<file path="src/common/prom_pkg.sv">
package prom_pkg;

    // M25P16 command bytes
    localparam logic [7:0] OP_WREN  = 8'h06;    // write enable
    localparam logic [7:0] OP_WRDI  = 8'h04;    // write disable
    localparam logic [7:0] OP_RDID  = 8'h9F;    // read id, 3 bytes used
    localparam logic [7:0] OP_RDSR  = 8'h05;    // read status reg
    localparam logic [7:0] OP_WRSR  = 8'h01;    // write status reg
    localparam logic [7:0] OP_READ  = 8'h03;    // read data, 4 bytes
    localparam logic [7:0] OP_FREAD = 8'h0B;    // fast read, dummy byte
    localparam logic [7:0] OP_PP    = 8'h02;    // page program, block write only
    localparam logic [7:0] OP_SE    = 8'hD8;    // sector erase
    localparam logic [7:0] OP_BE    = 8'hC7;    // bulk erase
    localparam logic [7:0] OP_DP    = 8'hB9;    // deep power down
    localparam logic [7:0] OP_RES   = 8'hAB;    // release, old style id
    localparam logic [7:0] OP_NOP   = 8'h00;    // no operation

    localparam int QUAD_W     = 32;             // host quadlet
    localparam int BLK_ADDR_W = 6;              // block quadlet address
    localparam int BLK_CNT_W  = 9;              // block quadlet counter
    localparam int FIFO_DEPTH = 16;             // buffered operations
    localparam int BIT_CNT_W  = 7;              // half-period counters

    // half-period counts minus one, per bit length
    localparam logic [BIT_CNT_W-1:0] HALF_NONE = 7'd0;
    localparam logic [BIT_CNT_W-1:0] HALF_8    = 7'd15;
    localparam logic [BIT_CNT_W-1:0] HALF_16   = 7'd31;
    localparam logic [BIT_CNT_W-1:0] HALF_24   = 7'd47;
    localparam logic [BIT_CNT_W-1:0] HALF_32   = 7'd63;
    localparam logic [BIT_CNT_W-1:0] HALF_40   = 7'd79;

    localparam logic [7:0] ERR_TAG = 8'h01;     // top byte of abort result

    // engine states, also shown in status
    localparam logic [2:0] ST_IDLE     = 3'd0;
    localparam logic [2:0] ST_SELECT   = 3'd1;
    localparam logic [2:0] ST_WRITE    = 3'd2;
    localparam logic [2:0] ST_READ     = 3'd3;
    localparam logic [2:0] ST_DESELECT = 3'd4;

    typedef enum logic [1:0] {
        KIND_SINGLE,                            // one cs frame
        KIND_BLK_OPEN,                          // pp header, cs stays low
        KIND_BLK_DATA,                          // one page quadlet
        KIND_BLK_CLOSE                          // raise cs, data[31] = abort
    } op_kind_t;

    typedef struct packed {
        op_kind_t               kind;
        logic [QUAD_W-1:0]      data;           // msb first on mosi
        logic [BIT_CNT_W-1:0]   send_half;      // halves to send - 1
        logic [BIT_CNT_W-1:0]   recv_half;      // halves to receive - 1, 0 if none
    } prom_op_t;

    typedef struct packed {
        logic [21:0] zero;
        logic        overflow;                  // sticky fifo overflow
        logic        busy;                      // engine or fifo not drained
        logic        cs;
        logic        sclk;
        logic        miso;
        logic        mosi;
        logic        blk_wrt;                   // block write open in decoder
        logic [2:0]  state;                     // engine state
    } prom_status_t;

endpackage

</file>
<file path="src/rtl/op_fifo.sv">
`timescale 1ns/1ps

module op_fifo #(
    parameter type item_t = prom_pkg::prom_op_t,
    parameter int  DEPTH  = prom_pkg::FIFO_DEPTH
) (
    input  logic  clk,
    input  logic  reset,
    input  logic  push,
    input  item_t push_item,
    input  logic  pop,
    output item_t head,
    output logic  empty,
    output logic  overflow
);

    item_t                      mem [DEPTH];    // no reset on storage
    logic [$clog2(DEPTH)-1:0]   wr_ptr;
    logic [$clog2(DEPTH)-1:0]   rd_ptr;
    logic [$clog2(DEPTH+1)-1:0] count;          // occupancy
    logic                       full;
    logic                       do_wr;
    logic                       do_rd;

    assign empty = (count == '0);
    assign full  = (count == DEPTH);
    assign head  = mem[rd_ptr];                 // show-ahead
    assign do_rd = pop && !empty;
    assign do_wr = push && (!full || do_rd);    // a pop frees a slot this cycle

    always_ff @(posedge clk) begin
        if (do_wr)
            mem[wr_ptr] <= push_item;
    end

    always_ff @(posedge clk) begin
        if (!reset) begin
            wr_ptr   <= '0;
            rd_ptr   <= '0;
            count    <= '0;
            overflow <= 1'b0;
        end else begin
            if (do_wr)
                wr_ptr <= (wr_ptr == DEPTH-1) ? '0 : wr_ptr + 1'b1;
            if (do_rd)
                rd_ptr <= (rd_ptr == DEPTH-1) ? '0 : rd_ptr + 1'b1;
            if (do_wr && !do_rd)
                count <= count + 1'b1;
            else if (do_rd && !do_wr)
                count <= count - 1'b1;
            if (push && !do_wr)
                overflow <= 1'b1;               // dropped, sticky
        end
    end

endmodule

</file>
<file path="src/prom_ctrl/prom_cmd_decode.sv">
`timescale 1ns/1ps

module prom_cmd_decode (
    input  logic                             clk,
    input  logic                             reset,
    input  logic [prom_pkg::QUAD_W-1:0]      prom_cmd,
    input  logic                             prom_reg_wen,
    input  logic                             prom_blk_start,
    input  logic                             prom_blk_wen,
    input  logic [prom_pkg::BLK_ADDR_W-1:0]  prom_blk_addr,
    input  logic                             prom_blk_end,
    output logic                             push,
    output prom_pkg::prom_op_t               push_op,
    output logic                             err_strobe,
    output logic [prom_pkg::QUAD_W-1:0]      err_word,
    output logic                             blk_wrt
);
    import prom_pkg::*;

    logic [BLK_CNT_W-1:0] next_blk_addr;        // expected quadlet number
    logic [BIT_CNT_W-1:0] send_half;
    logic [BIT_CNT_W-1:0] recv_half;
    logic                 known;                // opcode is in the table
    logic                 in_seq;

    // opcode -> frame length
    always_comb begin
        known     = 1'b1;
        send_half = HALF_8;                     // most commands are one byte
        recv_half = HALF_NONE;
        case (prom_cmd[31:24])
            OP_WREN, OP_WRDI, OP_BE, OP_DP: begin
            end
            OP_RDID: recv_half = HALF_24;       // mfr, type, capacity
            OP_RDSR: recv_half = HALF_8;
            OP_WRSR: send_half = HALF_16;       // opcode + status byte
            OP_READ: begin
                send_half = HALF_32;            // opcode + 24b addr
                recv_half = HALF_32;
            end
            OP_FREAD: begin
                send_half = HALF_40;            // plus dummy byte of zeros
                recv_half = HALF_32;
            end
            OP_SE:   send_half = HALF_32;
            OP_RES: begin
                send_half = HALF_32;            // 3 dummy bytes
                recv_half = HALF_8;             // electronic signature
            end
            OP_NOP:  known = 1'b0;              // nothing to do
            default: known = 1'b0;              // incl. pp as quadlet write
        endcase
    end

    assign in_seq = (prom_blk_addr == next_blk_addr[BLK_ADDR_W-1:0]);

    // abort word: tag, expected count, received addr
    assign err_word = {ERR_TAG, 7'h00, next_blk_addr, 2'b00, prom_blk_addr};

    always_comb begin
        push              = 1'b0;
        err_strobe        = 1'b0;
        push_op.kind      = KIND_SINGLE;
        push_op.data      = prom_cmd;
        push_op.send_half = send_half;
        push_op.recv_half = recv_half;
        if (prom_reg_wen && !blk_wrt) begin     // register cmds wait for block end
            push = known;
        end else if (prom_blk_start && !blk_wrt) begin
            push              = 1'b1;
            push_op.kind      = KIND_BLK_OPEN;
            push_op.data      = {OP_PP, prom_cmd[23:0]};
            push_op.send_half = HALF_32;
            push_op.recv_half = HALF_NONE;
        end else if (prom_blk_wen && blk_wrt) begin
            push              = 1'b1;
            push_op.send_half = HALF_32;        // one quadlet
            push_op.recv_half = HALF_NONE;
            if (in_seq) begin
                push_op.kind = KIND_BLK_DATA;
            end else begin
                push_op.kind = KIND_BLK_CLOSE;  // missed one, abort
                push_op.data = {1'b1, {(QUAD_W-1){1'b0}}};
                err_strobe   = 1'b1;
            end
        end else if (prom_blk_end && blk_wrt) begin
            push              = 1'b1;
            push_op.kind      = KIND_BLK_CLOSE;
            push_op.data      = '0;             // normal close
            push_op.send_half = HALF_NONE;
            push_op.recv_half = HALF_NONE;
        end
    end

    // block write tracking
    always_ff @(posedge clk) begin
        if (!reset) begin
            blk_wrt       <= 1'b0;
            next_blk_addr <= '0;
        end else if (prom_blk_start && !blk_wrt && !prom_reg_wen) begin
            blk_wrt       <= 1'b1;
            next_blk_addr <= '0;
        end else if (prom_blk_wen && blk_wrt) begin
            if (in_seq)
                next_blk_addr <= next_blk_addr + 1'b1;
            else
                blk_wrt <= 1'b0;                // aborted
        end else if (prom_blk_end) begin
            blk_wrt <= 1'b0;
        end
    end

endmodule

</file>
<file path="src/prom_ctrl/prom_spi_engine.sv">
`timescale 1ns/1ps

module prom_spi_engine (
    input  logic                         clk,
    input  logic                         reset,
    input  prom_pkg::prom_op_t           head,
    input  logic                         empty,
    input  logic                         err_strobe,
    input  logic [prom_pkg::QUAD_W-1:0]  err_word,
    input  logic                         prom_miso,
    output logic                         pop,
    output logic                         prom_cs,
    output logic                         prom_sclk,
    output logic                         prom_mosi,
    output logic [prom_pkg::QUAD_W-1:0]  prom_result,
    output logic                         busy,
    output logic [2:0]                   state
);
    import prom_pkg::*;

    logic [BIT_CNT_W-1:0] seqn;                 // half-period counter, bit 0 is sclk
    logic [BIT_CNT_W-1:0] send_half;
    logic [BIT_CNT_W-1:0] recv_half;
    op_kind_t             kind;                 // kind of current op
    logic [QUAD_W-1:0]    shift_out;            // mosi shifter
    logic                 blk_open;             // cs held low across entries
    logic [BLK_CNT_W-1:0] blk_cnt;              // quadlets programmed
    logic [QUAD_W-1:0]    err_hold;             // abort word, waits for close

    assign pop       = (state == ST_IDLE) && !empty;
    assign busy      = (state != ST_IDLE);
    assign prom_sclk = seqn[0];
    assign prom_mosi = shift_out[QUAD_W-1];

    // error word arrives with the host write, close is popped later
    always_ff @(posedge clk) begin
        if (err_strobe)
            err_hold <= err_word;
    end

    always_ff @(posedge clk) begin
        if (!reset) begin
            state       <= ST_IDLE;
            prom_cs     <= 1'b1;
            seqn        <= '0;
            shift_out   <= '0;
            blk_open    <= 1'b0;
            blk_cnt     <= '0;
            prom_result <= '0;
        end else begin
            case (state)
                ST_IDLE: begin
                    if (pop) begin
                        shift_out <= head.data;
                        send_half <= head.send_half;
                        recv_half <= head.recv_half;
                        kind      <= head.kind;
                        seqn      <= '0;
                        case (head.kind)
                            KIND_SINGLE: begin
                                prom_cs <= 1'b0;
                                state   <= ST_SELECT;
                            end
                            KIND_BLK_OPEN: begin
                                if (!blk_open) begin        // ignore double open
                                    prom_cs  <= 1'b0;
                                    blk_open <= 1'b1;
                                    blk_cnt  <= '0;
                                    state    <= ST_SELECT;
                                end
                            end
                            KIND_BLK_DATA: begin
                                if (blk_open)               // header lost -> drop
                                    state <= ST_WRITE;      // cs already low
                            end
                            KIND_BLK_CLOSE: begin
                                if (blk_open) begin
                                    blk_open <= 1'b0;
                                    prom_cs  <= 1'b1;       // starts the program cycle
                                    if (head.data[QUAD_W-1])
                                        prom_result <= err_hold;
                                    else
                                        prom_result <= {{(QUAD_W-BLK_CNT_W){1'b0}}, blk_cnt};
                                    state <= ST_DESELECT;
                                end
                            end
                            default: state <= ST_IDLE;
                        endcase
                    end
                end

                ST_SELECT: begin                // cs setup, sclk low
                    prom_result <= '0;
                    state       <= ST_WRITE;
                end

                ST_WRITE: begin
                    if (seqn[0])                // falling sclk, next bit
                        shift_out <= {shift_out[QUAD_W-2:0], 1'b0};
                    if (seqn == send_half) begin
                        seqn <= '0;
                        if (kind == KIND_BLK_DATA) begin
                            blk_cnt <= blk_cnt + 1'b1;
                            state   <= ST_IDLE;     // keep cs low for next quadlet
                        end else if (kind == KIND_BLK_OPEN) begin
                            state <= ST_IDLE;
                        end else if (recv_half == HALF_NONE) begin
                            prom_cs <= 1'b1;
                            state   <= ST_DESELECT;
                        end else begin
                            state <= ST_READ;
                        end
                    end else begin
                        seqn <= seqn + 1'b1;
                    end
                end

                ST_READ: begin
                    if (!seqn[0])               // rising sclk, sample
                        prom_result <= {prom_result[QUAD_W-2:0], prom_miso};
                    if (seqn == recv_half) begin
                        seqn    <= '0;
                        prom_cs <= 1'b1;
                        state   <= ST_DESELECT;
                    end else begin
                        seqn <= seqn + 1'b1;
                    end
                end

                ST_DESELECT: begin              // one cycle with cs high
                    state <= ST_IDLE;
                end

                default: state <= ST_IDLE;
            endcase
        end
    end

endmodule

</file>
<file path="src/rtl/prom_if_top.sv">
`timescale 1ns/1ps

module prom_if_top (
    input  logic                             clk,
    input  logic                             reset,
    input  logic [prom_pkg::QUAD_W-1:0]      prom_cmd,
    input  logic                             prom_reg_wen,
    input  logic                             prom_blk_start,
    input  logic                             prom_blk_wen,
    input  logic [prom_pkg::BLK_ADDR_W-1:0]  prom_blk_addr,
    input  logic                             prom_blk_end,
    output logic                             prom_mosi,
    input  logic                             prom_miso,
    output logic                             prom_sclk,
    output logic                             prom_cs,
    output logic [prom_pkg::QUAD_W-1:0]      prom_result,
    output prom_pkg::prom_status_t           prom_status
);
    import prom_pkg::*;

    logic              push;
    prom_op_t          push_op;
    logic              pop;
    prom_op_t          head;
    logic              empty;
    logic              overflow;
    logic              err_strobe;
    logic [QUAD_W-1:0] err_word;
    logic              blk_wrt;
    logic              eng_busy;
    logic [2:0]        eng_state;

    prom_cmd_decode decode0 (
        .clk            (clk),
        .reset          (reset),
        .prom_cmd       (prom_cmd),
        .prom_reg_wen   (prom_reg_wen),
        .prom_blk_start (prom_blk_start),
        .prom_blk_wen   (prom_blk_wen),
        .prom_blk_addr  (prom_blk_addr),
        .prom_blk_end   (prom_blk_end),
        .push           (push),
        .push_op        (push_op),
        .err_strobe     (err_strobe),
        .err_word       (err_word),
        .blk_wrt        (blk_wrt)
    );

    op_fifo #(.item_t(prom_op_t), .DEPTH(FIFO_DEPTH)) fifo0 (
        .clk       (clk),
        .reset     (reset),
        .push      (push),
        .push_item (push_op),
        .pop       (pop),
        .head      (head),
        .empty     (empty),
        .overflow  (overflow)
    );

    prom_spi_engine engine0 (
        .clk         (clk),
        .reset       (reset),
        .head        (head),
        .empty       (empty),
        .err_strobe  (err_strobe),
        .err_word    (err_word),
        .prom_miso   (prom_miso),
        .pop         (pop),
        .prom_cs     (prom_cs),
        .prom_sclk   (prom_sclk),
        .prom_mosi   (prom_mosi),
        .prom_result (prom_result),
        .busy        (eng_busy),
        .state       (eng_state)
    );

    always_comb begin
        prom_status          = '0;
        prom_status.overflow = overflow;
        prom_status.busy     = eng_busy || !empty; // low only when fully drained
        prom_status.cs       = prom_cs;
        prom_status.sclk     = prom_sclk;
        prom_status.miso     = prom_miso;
        prom_status.mosi     = prom_mosi;
        prom_status.blk_wrt  = blk_wrt;
        prom_status.state    = eng_state;
    end

endmodule

</file>
<file path="config.mk">
export PLATFORM = sky130hd
export DESIGN_NAME = prom_if_top
export DESIGN_NICKNAME = d
export VERILOG_FILES = /design/src/common/prom_pkg.sv /design/src/rtl/op_fifo.sv /design/src/prom_ctrl/prom_cmd_decode.sv /design/src/prom_ctrl/prom_spi_engine.sv /design/src/rtl/prom_if_top.sv
export SDC_FILE = /design/constraint.sdc
export NUM_CORES = 1
export LEC_CHECK = 0
export ABC_AREA = 1
export BUFFER_PORTS_ARGS = -buffer_cell sky130_fd_sc_hd__buf_2
export CELL_PAD_IN_SITES_DETAIL_PLACEMENT = 1
export CELL_PAD_IN_SITES_GLOBAL_PLACEMENT = 1
export CORE_ASPECT_RATIO = 1.2
export CORE_MARGIN = 2
export CORE_UTILIZATION = 26
export CTS_CLUSTER_DIAMETER = 200
export CTS_CLUSTER_SIZE = 30
export DETAILED_ROUTE_END_ITERATION = 8
export PLACE_DENSITY = 0.53
export SYNTH_ARGS = -nofsm -noshare
export SYNTH_HDL_FRONTEND = slang
export SYNTH_SLANG_ARGS = --single-unit
</file>
<file path="constraint.sdc">
create_clock -name clk -period 4.9 [get_ports clk]
set_input_delay 0.49 -clock clk [delete_from_list [all_inputs] [get_ports clk]]
set_output_delay 0.49 -clock clk [all_outputs]
set_load 0.02 [all_outputs]
</file>
### Word-level counts from Yosys, hierarchy flattened

Memory sizes are Yosys's and may differ from the RTL's. A register that Yosys moved wholly into a read port is not among the register bits.
Cells that the tools add are included.

| cells by class | value |
|---|---|
| add/subtract/negate cells | 7 |
| equal/unequal tests | 43 |
| multiplexer cells | 70 |
| bitwise operators | 1 |
| reduce and logical (&&, ||, !) cells | 45 |

Operators with widths:

| cell | count |
|---|---|
| two-way mux 32 bit | 7 |
| two-way mux 48 bit | 4 |
| case mux 32 bit (3 select lines) | 1 |
| case mux 32 bit (2 select lines) | 1 |
| two-way mux 9 bit | 5 |
| case mux 7 bit (3 select lines) | 2 |
| equality test 8 bit, second input constant | 5 |
| two-way mux 3 bit | 9 |
| two-way mux 25 bit | 1 |
| equality test 8 x 3 -> 1 bit, second input constant | 3 |
| two-way mux 1 bit | 24 |
| case mux 3 bit (4 select lines) | 2 |
| two-way mux 7 bit | 3 |
| adder 9 x 1 -> 9 bit, second input constant | 2 |
| case mux 6 bit (3 select lines) | 1 |
| case mux 9 bit (2 select lines) | 1 |
| two-way mux 4 bit | 4 |
| equality test 7 bit | 2 |
| != test 2 bit, second input constant | 7 |
| != test 2 x 1 -> 1 bit, second input constant | 6 |
| AND reduction 6 bit | 2 |
| nonzero test 3 bit | 4 |
| logical AND 1 bit | 11 |
| OR reduction 11 bit | 1 |
| 34 further kinds | 58 |

| storage, ports and cells | value |
|---|---|
| register bits | 140 |
| memory bits (writable) | 768 |
| word-level logic and storage cells | 184 |
| memories kept | 1 |

Memory list:

| memory | depth | bits a word | rd ports | clocked after memory_dff | wr ports | line | text |
|---|---|---|---|---|---|---|---|
| fifo0.mem | 16 | 48 | 1 | 1 | 1 | op_fifo.sv:17 | `item_t mem [DEPTH];` |

### Depth between registers and ports, before layout

Gate-level depths: netlist of run 1.

| logic depth | value |
|---|---|
| word-level depth | 10 |
| depth in mapped cells | 21 |

### Hierarchy

From an unflattened synthesis of run 1, not the netlist that was laid out.

| unflattened totals | value |
|---|---|
| cell total of the unflattened synthesis | 3705 |
| area total of the unflattened synthesis | 39775.6 um^2 |

Modules (own cells, without submodules):

| module | times used | cells an instance | area an instance (um^2) | sequential area each (um^2) |
|---|---|---|---|---|
| op_fifo | 1 | 2624 | 31868.1 | 23422.5 |
| prom_spi_engine | 1 | 758 | 5972.0 | 3143.0 |
| prom_cmd_decode | 1 | 292 | 1714.1 | 200.2 |
| prom_if_top | 1 | 31 | 221.5 | 0.0 |

### Worst setup path after synthesis of run 1

No wires, ideal clock.

| timing path | value |
|---|---|
| kind | input port to flip-flop |
| from | input prom_cmd[29] in the netlist's numbering |
| to | memory fifo0.mem[0][10] in the netlist's numbering (enable) |
| arrival time | 3.332 ns |
| path slack | 1.128 ns |
| cell stages on the path | 13 |
| buffers on the path | 0 |
| cell sequence | nor2_2 -> nand3_1 -> nor3_2 -> nand2_1 -> nand2_1 -> nor2_1 -> nand3_1 -> nand2_1 -> nand2_2 -> nand2_1 -> inv_2 -> nand2_1 -> nor2_1 |

| between the ends | value |
|---|---|
| cells in the longest elaborated chain, start to end | 7 |
| elaborated cells between the ends (all ways) | 17 |
| classes of those cells | eq/ne (11); mux (4); reduce/logical (2) |

Ends and longest elaborated chain:

| what | line | text |
|---|---|---|
| start: declaration | prom_if_top.sv:6 | `input logic [prom_pkg::QUAD_W-1:0] prom_cmd,` |
| equality test 8 x 3 -> 1 bit, or another cell as far along | prom_cmd_decode.sv:31 | `case (prom_cmd[31:24])` |
| OR reduction 11 bit (no source line) * | - |  |
| two-way mux 1 bit * | prom_cmd_decode.sv:31 |  |
| two-way mux 1 bit * | prom_cmd_decode.sv:67 | `if (prom_reg_wen && !blk_wrt) begin` |
| logical AND 1 bit * | op_fifo.sv:29 | `assign do_wr = push && (!full \|\| do_rd);` |
| via fifo0.do_wr | op_fifo.sv:22 | `logic do_wr;` |
| two-way mux 1 bit * | op_fifo.sv:32 | `if (do_wr)` |
| two-way mux 1 bit (implied by the code) * | op_fifo.sv:33 | `mem[wr_ptr] <= push_item;` |
| end: declaration | op_fifo.sv:17 |  |

Mark *: on every way through the listed nets, which the timed path passes. The rest lies on a longest branch.

==> impl_metrics.py, run 1 <==
metrics = {
    "timing": {
        "hold_viol_final": 0,
        "finalSetupTns_ps": 0,
        "clock_skew_ps": 42.0,
        "fmax_mhz": 293,
        "min_period_ps": 3420,
        "slew_violations": 0,
        "setup_viol": 0,
        "period_share": 0.697,
        "slew_headroom": 0.224,
        "tightest_slew_ps": 1160,
        "rsz0062_at_grt": "false",
    },
    "power_and_ir_drop": {
        "p_leak_uw": 0.0122,
        "power_uw": 16500,
        "vdd_ir_drop_max_mv": 0.355,
        "p_per_area_nw_per_um2": 457,
    },
    "clock_network": {
        "cts_buffer_depth": 3,
        "cts_max_level": 1,
        "post_cts_buffers": 0,
        "cts_tree": "yes",
        "cts-root-buf": "clkbuf_16",
        "path_clk_slew_ps": 130,
        "clock_latency_ps": 680,
        "cts_sinks": 793,
        "numCtsBuffers": 30,
        "cts.repair.resized": 0,
    },
    "logic_synthesis": {
        "synth_cell_types": 51,
        "post-synth-top-area-cell": "edfxtp_1",
        "synth_warnings": 0,
        "async_reset_ff_frac": 0,
        "syn_area_um2": 32900,
        "synth_top_cell_area_share": 0.621,
        "synthTopCellsByArea": "edfxtp_1 (62%), dfxtp_1 (6.9%), nor2_1 (6.5%), o21ai_0 (5.8%), nand2_1 (3.2%)",
        "synthCells": 2907,
        "synth_flop_cell": "edfxtp_1",
        "synth_edf_count": 680,
        "ys_ff_latch": 793,
        "synth.avg_cell_area_um2": 11.3,
        "ys_seq_area_frac": 0.690,
    },
    "global_route": {
        "first_global_vias": 22400,
        "use_met1": 0.201,
        "overflow": 0,
        "antenna_found_initial": 1,
        "met2_usage": 0.255,
        "grt_most_used_layer": "met2",
        "grt_pass1_wl_mm": 147,
        "grt_usage": 0.149,
        "grt_max_degree": 146,
        "grtUsageMet3": 0.0157,
    },
    "drt": {
        "drt_iter0_markers": 1467,
        "drt-total-wl_mm": 98.4,
        "drcViolationCount": 0,
        "wl_per_cell_um": 21.4,
        "antenna_left": 0,
        "drt_first_pass_iters": 5,
        "drt-vias-per-instance": 4.77,
        "vias": 21900,
    },
    "setup_path": {
        "worstPathRequired_ps": 5230,
        "critPathMaxFanout": 16,
        "crit_type": "register to register",
        "cp-end-kind": "register",
        "start_kind": "register",
        "cp.arrival_ps": 3740,
    },
    "placed_design": {
        "place_congestion": 0.744,
        "place_area_um2": 35200,
        "dp_hpwl_mm": 56.3,
        "io_buffers": 89,
    },
    "layout": {
        "final_cell_mix": "edfxtp_1 (680), nor2_1 (553), o21ai_0 (380), nand2_1 (283), inv_1 (134)",
        "layout.nets": 2977,
        "post-route-util": 0.289,
        "drive_gt1_frac": 0.0873,
        "area_growth_syn_to_layout_pct": 9.90,
        "layout.cells.most_common": "edfxtp_1",
        "fin_area_um2": 36100,
        "antennaDiodeCount": 0,
    },
    "floorplanning": {
        "rows": 142,
        "die_h_um": 394,
        "ios": 112,
        "die_area_um2": 129000,
        "core_um2": 125000,
        "initial_core_util": 0.263,
        "die_x_um": 329,
    },
    "run": {
        "maxCapViolCount": 0,
    },
    "status": {
        "status": "complete, no violations",
    },
    "hold_path": {
        "worstHoldPathType": "input pin to register",
    },
}
-- worst max-delay path: stages (launching register included) --
cell and delay, ps:
dfxtp_1 530, nor2_1 100, nor4b_2 300, nand2_1 80, nand2_1 270, nand3_1 700, nor2_1 1060
-- layout make-up --
class	count	area [um^2]
Fill cell	13900	89100
Tap cell	1656	2070
Multi-Input combinational cell	1784	8750
Sequential cell	793	22700
Timing Repair Buffer	161	1160
Clock buffer	54	862
Inverter	149	576
Clock inverter	2	21.3
-- flip-flops by register name (all words and copies together) (netlist names), 4 cells and up, named ones only --
| register | count |
|---|---|
| fifo0.mem | 656 |
| fifo0.wr_ptr | 4 |
| engine0.blk_cnt | 9 |
| decode0.next_blk_addr | 9 |
| engine0.prom_result | 32 |
| engine0.send_half | 4 |
| engine0.err_hold | 15 |
| engine0.seqn | 7 |
| fifo0.count | 5 |
| engine0.shift_out | 32 |
| fifo0.rd_ptr | 4 |
-- report_power, final --
| group | internal [uW] | total, uW | switching [uW] |
|---|---|---|---|
| Combinational | 1450 | 5150 | 3700 |
| Sequential | 7780 | 8070 | 292 |
| Clock | 1220 | 3320 | 2100 |
-- stage by stage --
| stage | instances | worst slack [ps] | hold WS (ps) |
|---|---|---|---|
| floorplan | 2928 | 1130 | 403 |
| global placement | 4537 | 913 | 450 |
| detailed placement | 4537 | 896 | 460 |
| CTS | 4599 | 1380 | 122 |
| global route | 4599 | 1130 | 146 |
| finish | 4599 | 1480 | 172 |
-- repair_timing --
action	4_1_cts	5_1_grt
setup endpoints to repair	0	0
hold buffers	6	0
hold endpoints to repair	6	0
-- routing by layer --
layer | wire [um] | vias to the layer above | share of wire
li1 | - | 10300 | -
met1 | 44900 | 11200 | 0.46
met2 | 47600 | 362 | 0.48
met3 | 3560 | 104 | 0.036
met4 | 2320 | 2 | 0.024
met5 | 7 | - | 0.000071
-- final timing paths --
kind	startpoint	end	slack [ps]	cells past startpoint
hold / removal	prom_miso	engine0.prom_result[0]$_SDFFE_PN0P_	170	5
setup reg to reg	decode0.next_blk_addr[3]$_SDFFE_PP0P_	fifo0.mem[3][40]$_DFFE_PP_	1480	6
hold reg to reg	engine0.shift_out[0]$_SDFFE_PN0P_	engine0.shift_out[0]$_SDFFE_PN0P_	470	2
setup / recovery	decode0.next_blk_addr[3]$_SDFFE_PP0P_	fifo0.mem[3][40]$_DFFE_PP_	1480	6
-- cell usage after synthesis (3+ instances only) --
cell type	count
a211oi_1	3
a21oi_1	88
a21oi_2	7
buf_1	6
buf_2	42
buf_4	40
buf_6	18
clkbuf_1	95
dfxtp_1	113
edfxtp_1	680
ha_1	12
inv_1	137
inv_2	10
nand2_1	284
nand2_2	5
nand3_1	117
nand3_2	3
nand3b_1	5
nand4_1	20
nor2_1	569
nor3_1	11
o211ai_1	50
o21ai_0	381
o21ai_1	28
o221ai_1	32
o22ai_1	83
o31ai_1	3
o32ai_1	19
or2_2	5
xnor2_1	6
xor2_1	9
-- logic make-up (layout without fill, tap and decap cells) --
logic type / Yosys count / in the layout / synth area share
adder cells (fa/ha/maj): 13 / 13 / 0.00517
AND/OR/NAND/NOR: 1034 / 1034 / 0.129
XOR/XNOR: 15 / 15 / 0.00400
other: 1 / 22 / 0.000114
buffers and inverters: 351 / 366 / 0.0508
flip-flops: 793 / 793 / 0.690
AO/OA/AOI/OAI: 700 / 700 / 0.121
No activity file was read; power rests on OpenSTA's default activity.
==> run 2, diff against run 1 <==
- PLACE_DENSITY: 0.53 -> 0.54
- clock period: 4.9 -> 3 ns (I/O delays scaled with it)
==> run 2 against run 1 <==
- non-clock buffer count is 127 higher
- combinational power is 83% higher
- largest cell class unchanged
- critical endpoint is now fifo0.mem[13][23]$_DFFE_PP_
- flip-flop and latch count stayed put
- final cell count is 2.8% higher
- highest routed layer is now met4
- count of clock-buffer cells in the layout stayed put
- first-iteration DRC count is 9.9% higher
- clock skew is 5.5 ps higher
==> impl_metrics.py, run 2 (synthesis gave the netlist of run 1 again) <==
metrics = {
    "setup_path": {
        "critPathLaunch": "decode0.next_blk_addr[2]$_SDFFE_PP0P_",
        "crit_buf_inv": 2,
        "cp-end-kind": "register",
        "rr_startpoint": "decode0.next_blk_addr[2]$_SDFFE_PP0P_",
        "worstPathRequired_ps": 3320,
        "slowest_stage": "nor2_1",
        "cpPeakStageDelay_ps": 730,
        "crit_family": "simple AND/OR/NAND/NOR gates",
        "start_kind": "register",
        "cp.arrival_ps": 3040,
        "path_cells": "inv_2 > nor2_1 > nor4b_2 > nand2_1 > nand2_1 > nand2_2 > buf_4 > nor2_1",
        "crit_type": "register to register",
        "critPathMaxFanout": 16,
    },
    "layout": {
        "antennaDiodeCount": 0,
        "final_cell_mix": "edfxtp_1 (680), nor2_1 (550), o21ai_0 (381), nand2_1 (283), buf_4 (139)",
        "area_growth_syn_to_layout_pct": 14.2,
        "layout_top_registers": "fifo0.mem (656), engine0.prom_result (32), engine0.shift_out (32)",
        "drive_gt1_frac": 0.124,
        "fin_area_um2": 37600,
        "largest_reg_flops": 656,
        "layout.nets": 3104,
        "top_register": "fifo0.mem",
        "layout.cells.most_common": "edfxtp_1",
    },
    "floorplanning": {
        "die_area_um2": 129000,
        "die_x_um": 329,
        "core_um2": 125000,
        "rows": 142,
        "ios": 112,
        "initial_core_util": 0.263,
        "die_h_um": 394,
    },
    "run": {
        "maxCapViolCount": 0,
    },
    "power_and_ir_drop": {
        "vdd_ir_drop_max_mv": 0.523,
        "p_per_area_nw_per_um2": 745,
        "p_leak_uw": 0.0129,
    },
    "timing": {
        "setup_viol": 0,
        "period_share": 0.904,
        "rsz0062_at_grt": "false",
        "tightest_slew_ps": 1020,
        "slew_headroom": 0.317,
        "hold_viol_final": 0,
        "min_period_ps": 2710,
        "whs_ps": 95.0,
        "fmax_mhz": 369,
        "slew_violations": 0,
        "clock_skew_ps": 47.5,
    },
    "drt": {
        "drcViolationCount": 0,
        "drt_iter0_markers": 1612,
        "wl_per_cell_um": 21.8,
        "antenna_left": 0,
        "drt-vias-per-instance": 4.78,
        "drt-total-wl_mm": 103,
        "drt_first_pass_iters": 5,
        "vias": 22600,
    },
    "global_route": {
        "antenna_found_initial": 5,
        "first_global_vias": 22900,
        "overflow": 0,
        "grt_max_degree": 93,
        "grt_usage": 0.155,
        "grt_pass1_wl_mm": 153,
    },
    "status": {
        "status": "complete, no violations",
    },
    "clock_network": {
        "clock_latency_ps": 680,
        "numCtsBuffers": 30,
        "cts_buffer_depth": 3,
        "cts-root-buf": "clkbuf_16",
        "post_cts_buffers": 0,
        "cts_max_level": 1,
        "cts_tree": "yes",
        "path_clk_slew_ps": 130,
        "cts_sinks": 793,
    },
    "placed_design": {
        "io_buffers": 89,
        "dp_hpwl_mm": 63.9,
        "place_congestion": 0.766,
        "place_area_um2": 36600,
    },
    "hold_path": {
        "worstHoldPathType": "input pin to register",
        "hp-start": "reset",
    },
}
## run 2: cell types whose count changed in the layout (fill, tap and decap cells not counted), moves of 3 or more
cell	before	now
buf_12	13	51
buf_4	53	139
dlygate4sd3_1	6	9
nor2_1	553	550
nor2_2	3	6
## run 2: path summary, 6_finish.rpt
check | endpoint | slack, ps | cells past startpoint
setup / recovery | fifo0.mem[13][23]$_DFFE_PP_ | 290 | 8
hold / removal | engine0.prom_cs$_SDFFE_PN1P_ | 90 | 2
setup reg to reg | fifo0.mem[13][23]$_DFFE_PP_ | 290 | 8
hold reg to reg | engine0.err_hold[8]$_DFFE_PP_ | 490 | 0
## run 2: report_power, final
| group | total, uW | internal (uW) | switching, uW | leakage (uW) |
|---|---|---|---|---|
| combinational | 9410 | 2930 | 6480 | 0.00540 |
| clock | 5450 | 1990 | 3460 | 0.000418 |
| sequential | 13100 | 12700 | 437 | 0.00709 |
## run 2: per-layer routing
layer  GRT usage  part of all wire  vias up
li1            -                 -    10500
met1       0.213              0.47    11600
met2       0.265              0.48      363
met3      0.0118             0.028      101
met4      0.0324             0.020        0
met5           0                 0        -
## run 2: through the flow
stage	setup TNS, ps	setup WS (ps)	total power, uW	utilization	instances
final	0	289	28000	0.300	4726
after floorplan	-333650	-582	19300	-	2928
after CTS	0	166	28400	0.300	4726
after global placement	-182	-150	22800	0.292	4661
after detailed placement	-221	-145	22900	0.292	4661
after global routing	0	9.13	29600	0.300	4726
## run 2: final cells by class
class	count	area [um^2]
inverter	149	577
sequential	793	22700
multi-input combinational	1784	8740
timing repair buffer	288	2600
tap	1656	2070
clock buffer	54	862
clock inverter	2	20.0
fill	13900	87700
## run 2: repair_timing
item | 4_1_cts | 5_1_grt
hold buffers | 9 | 0
resized for setup | 0 | 3
hold endpoints to repair | 8 | 0
setup endpoints to repair | 0 | 44
==> run 3, diff against run 2 <==
- CORE_MARGIN: 2 -> 4
==> run 3 against run 2 <==
- sequential power about the same
- clock skew shrank 16 ps
- total power down 0.44%
- final cell count fell by 0.13%
- combinational power decreased by 1%
- via count did not move
- non-clock buffer count fell by 8
- count of clock-buffer cells in the layout is the same
- largest cell class unchanged
- highest routed layer unchanged
==> impl_metrics.py, run 3 (synthesis gave the netlist of run 1 again) <==
metrics = {
    "power_and_ir_drop": {
        "internal_power_uw": 17600,
        "power_frac_seq": 0.472,
        "p_clk_frac": 0.194,
        "p_leak_uw": 0.0129,
        "vdd_ir_drop_max_mv": 0.482,
        "p_switching_uw": 10300,
        "combPwrFrac": 0.334,
        "power_uw": 27900,
        "swShare": 0.369,
        "p_per_area_nw_per_um2": 744,
    },
    "timing": {
        "fmax_mhz": 369,
        "setup_viol": 0,
        "slew_headroom": 0.275,
        "whs_ps": 185,
        "tightest_slew_ps": 1080,
        "min_period_ps": 2710,
        "hold_viol_final": 0,
        "slew_violations": 0,
        "rsz0062_at_grt": "false",
        "period_share": 0.904,
        "clock_skew_ps": 31.9,
    },
    "floorplanning": {
        "core_um2": 125000,
        "rows": 142,
        "die_area_um2": 132000,
        "ios": 112,
        "die_h_um": 398,
        "die_x_um": 333,
        "initial_core_util": 0.263,
    },
    "setup_path": {
        "cp-end-kind": "register",
        "crit_type": "register to register",
        "slowest_stage": "nor2_1",
        "crit_buf_inv": 1,
        "cp.arrival_ps": 3020,
        "crit_family": "simple AND/OR/NAND/NOR gates",
        "path_cells": "xnor2_1 > nand3_1 > nor2_1 > nand2_1 > nand2_1 > nand3_1 > buf_4 > nor2_1",
        "cpPeakStageDelay_ps": 770,
        "worstPathRequired_ps": 3310,
        "critPathMaxFanout": 16,
        "start_kind": "register",
    },
    "global_route": {
        "antenna_found_initial": 2,
        "first_global_vias": 23200,
        "grt_max_degree": 126,
        "grt_usage": 0.150,
        "grt_pass1_wl_mm": 152,
        "overflow": 0,
    },
    "layout": {
        "layout.cells.most_common": "edfxtp_1",
        "multi_input_area_um2": 8740,
        "area_growth_syn_to_layout_pct": 14.0,
        "layout_top_registers": "fifo0.mem (656), engine0.prom_result (32), engine0.shift_out (32)",
        "fin_area_um2": 37500,
        "drive_gt1_frac": 0.122,
        "seq_area_um2": 22700,
        "top_register": "fifo0.mem",
        "layout.nets": 3096,
        "fillers": 13900,
        "final_cell_mix": "edfxtp_1 (680), nor2_1 (551), o21ai_0 (380), nand2_1 (283)",
        "largest_reg_flops": 656,
    },
    "drt": {
        "drt-vias-per-instance": 4.78,
        "drt_iter0_markers": 1532,
        "wl_per_cell_um": 21.7,
        "vias": 22600,
        "antenna_left": 0,
        "drcViolationCount": 0,
        "drt-total-wl_mm": 102,
        "drt_first_pass_iters": 7,
    },
    "clock_network": {
        "numCtsBuffers": 30,
        "post_cts_buffers": 0,
        "path_clk_slew_ps": 120,
        "cts_sinks": 793,
        "cts_max_level": 1,
        "cts_buffer_depth": 3,
        "cts-root-buf": "clkbuf_16",
        "clock_latency_ps": 670,
        "cts_tree": "yes",
    },
    "run": {
        "maxCapViolCount": 0,
    },
    "placed_design": {
        "io_buffers": 89,
        "dp_hpwl_mm": 64.8,
        "place_congestion": 0.759,
        "place_area_um2": 36500,
    },
    "status": {
        "status": "complete, no violations",
    },
    "hold_path": {
        "worstHoldPathType": "input pin to register",
    },
}
[run 3: routing by layer]
| metal | vias to the layer above | global-route usage | wire [um] |
|---|---|---|---|
| met5 | - | 0 | 0 |
| met4 | 0 | 0.0313 | 2000 |
| met3 | 77 | 0.0155 | 3710 |
| met2 | 379 | 0.260 | 49600 |
| met1 | 11600 | 0.204 | 46800 |
| li1 | 10500 | - | - |
[run 3: repair_timing]
item,4_1_cts,5_1_grt
hold buffers,8,0
resized for setup,0,2
endpoints found under the setup margin,0,16
endpoints found under the hold margin,8,0
[run 3: power by group through the flow]
| stage | clock network (uW) | registers, uW | logic [uW] |
|---|---|---|---|
| after CTS | 5630 | 13200 | 9460 |
| final | 5420 | 13200 | 9300 |
| after detailed placement | 0 | 13400 | 9410 |
| after floorplan | 0 | 13500 | 5820 |
| after global routing | 5960 | 13200 | 10400 |
| after global placement | 0 | 13400 | 9330 |
[run 3: final cells by class]
type,count,area share
sequential,793,0.606
multi-input combinational,1784,0.233
timing repair buffer,280,0.0670
tap,1656,0.0553
clock buffer,54,0.0230
inverter,149,0.0154
clock inverter,2,0.000534
antenna,2,0.000134
[run 3: stage by stage]
stage | worst slack [ps] | setup TNS (ps) | utilization | instances
CTS | 176 | 0 | 0.299 | 4718
finish | 288 | 0 | 0.299 | 4720
detailed placement | -235 | -361 | 0.291 | 4654
floorplan | -582 | -333650 | - | 2928
global placement | -160 | -201 | 0.291 | 4654
global route | 26.1 | 0 | 0.299 | 4718
[run 3: tightest hold or removal path: cells and delay by family]
family                 cells  cell delay, ps
AND/OR/NAND/NOR            1             280
buffers and inverters      1             160
AO/OA/AOI/OAI              1              60
[run 3: path summary, 6_finish.rpt]
check	startpoint	endpoint	slack (ps)	depth (start not counted)
worst max-delay path	decode0.next_blk_addr[5]$_SDFFE_PP0P_	fifo0.mem[6][41]$_DFFE_PP_	290	8
worst min-delay path	reset	decode0.next_blk_addr[7]$_SDFFE_PP0P_	190	3
worst max register to register	decode0.next_blk_addr[5]$_SDFFE_PP0P_	fifo0.mem[6][41]$_DFFE_PP_	290	8
worst min register to register	engine0.shift_out[0]$_SDFFE_PN0P_	engine0.shift_out[0]$_SDFFE_PN0P_	480	2
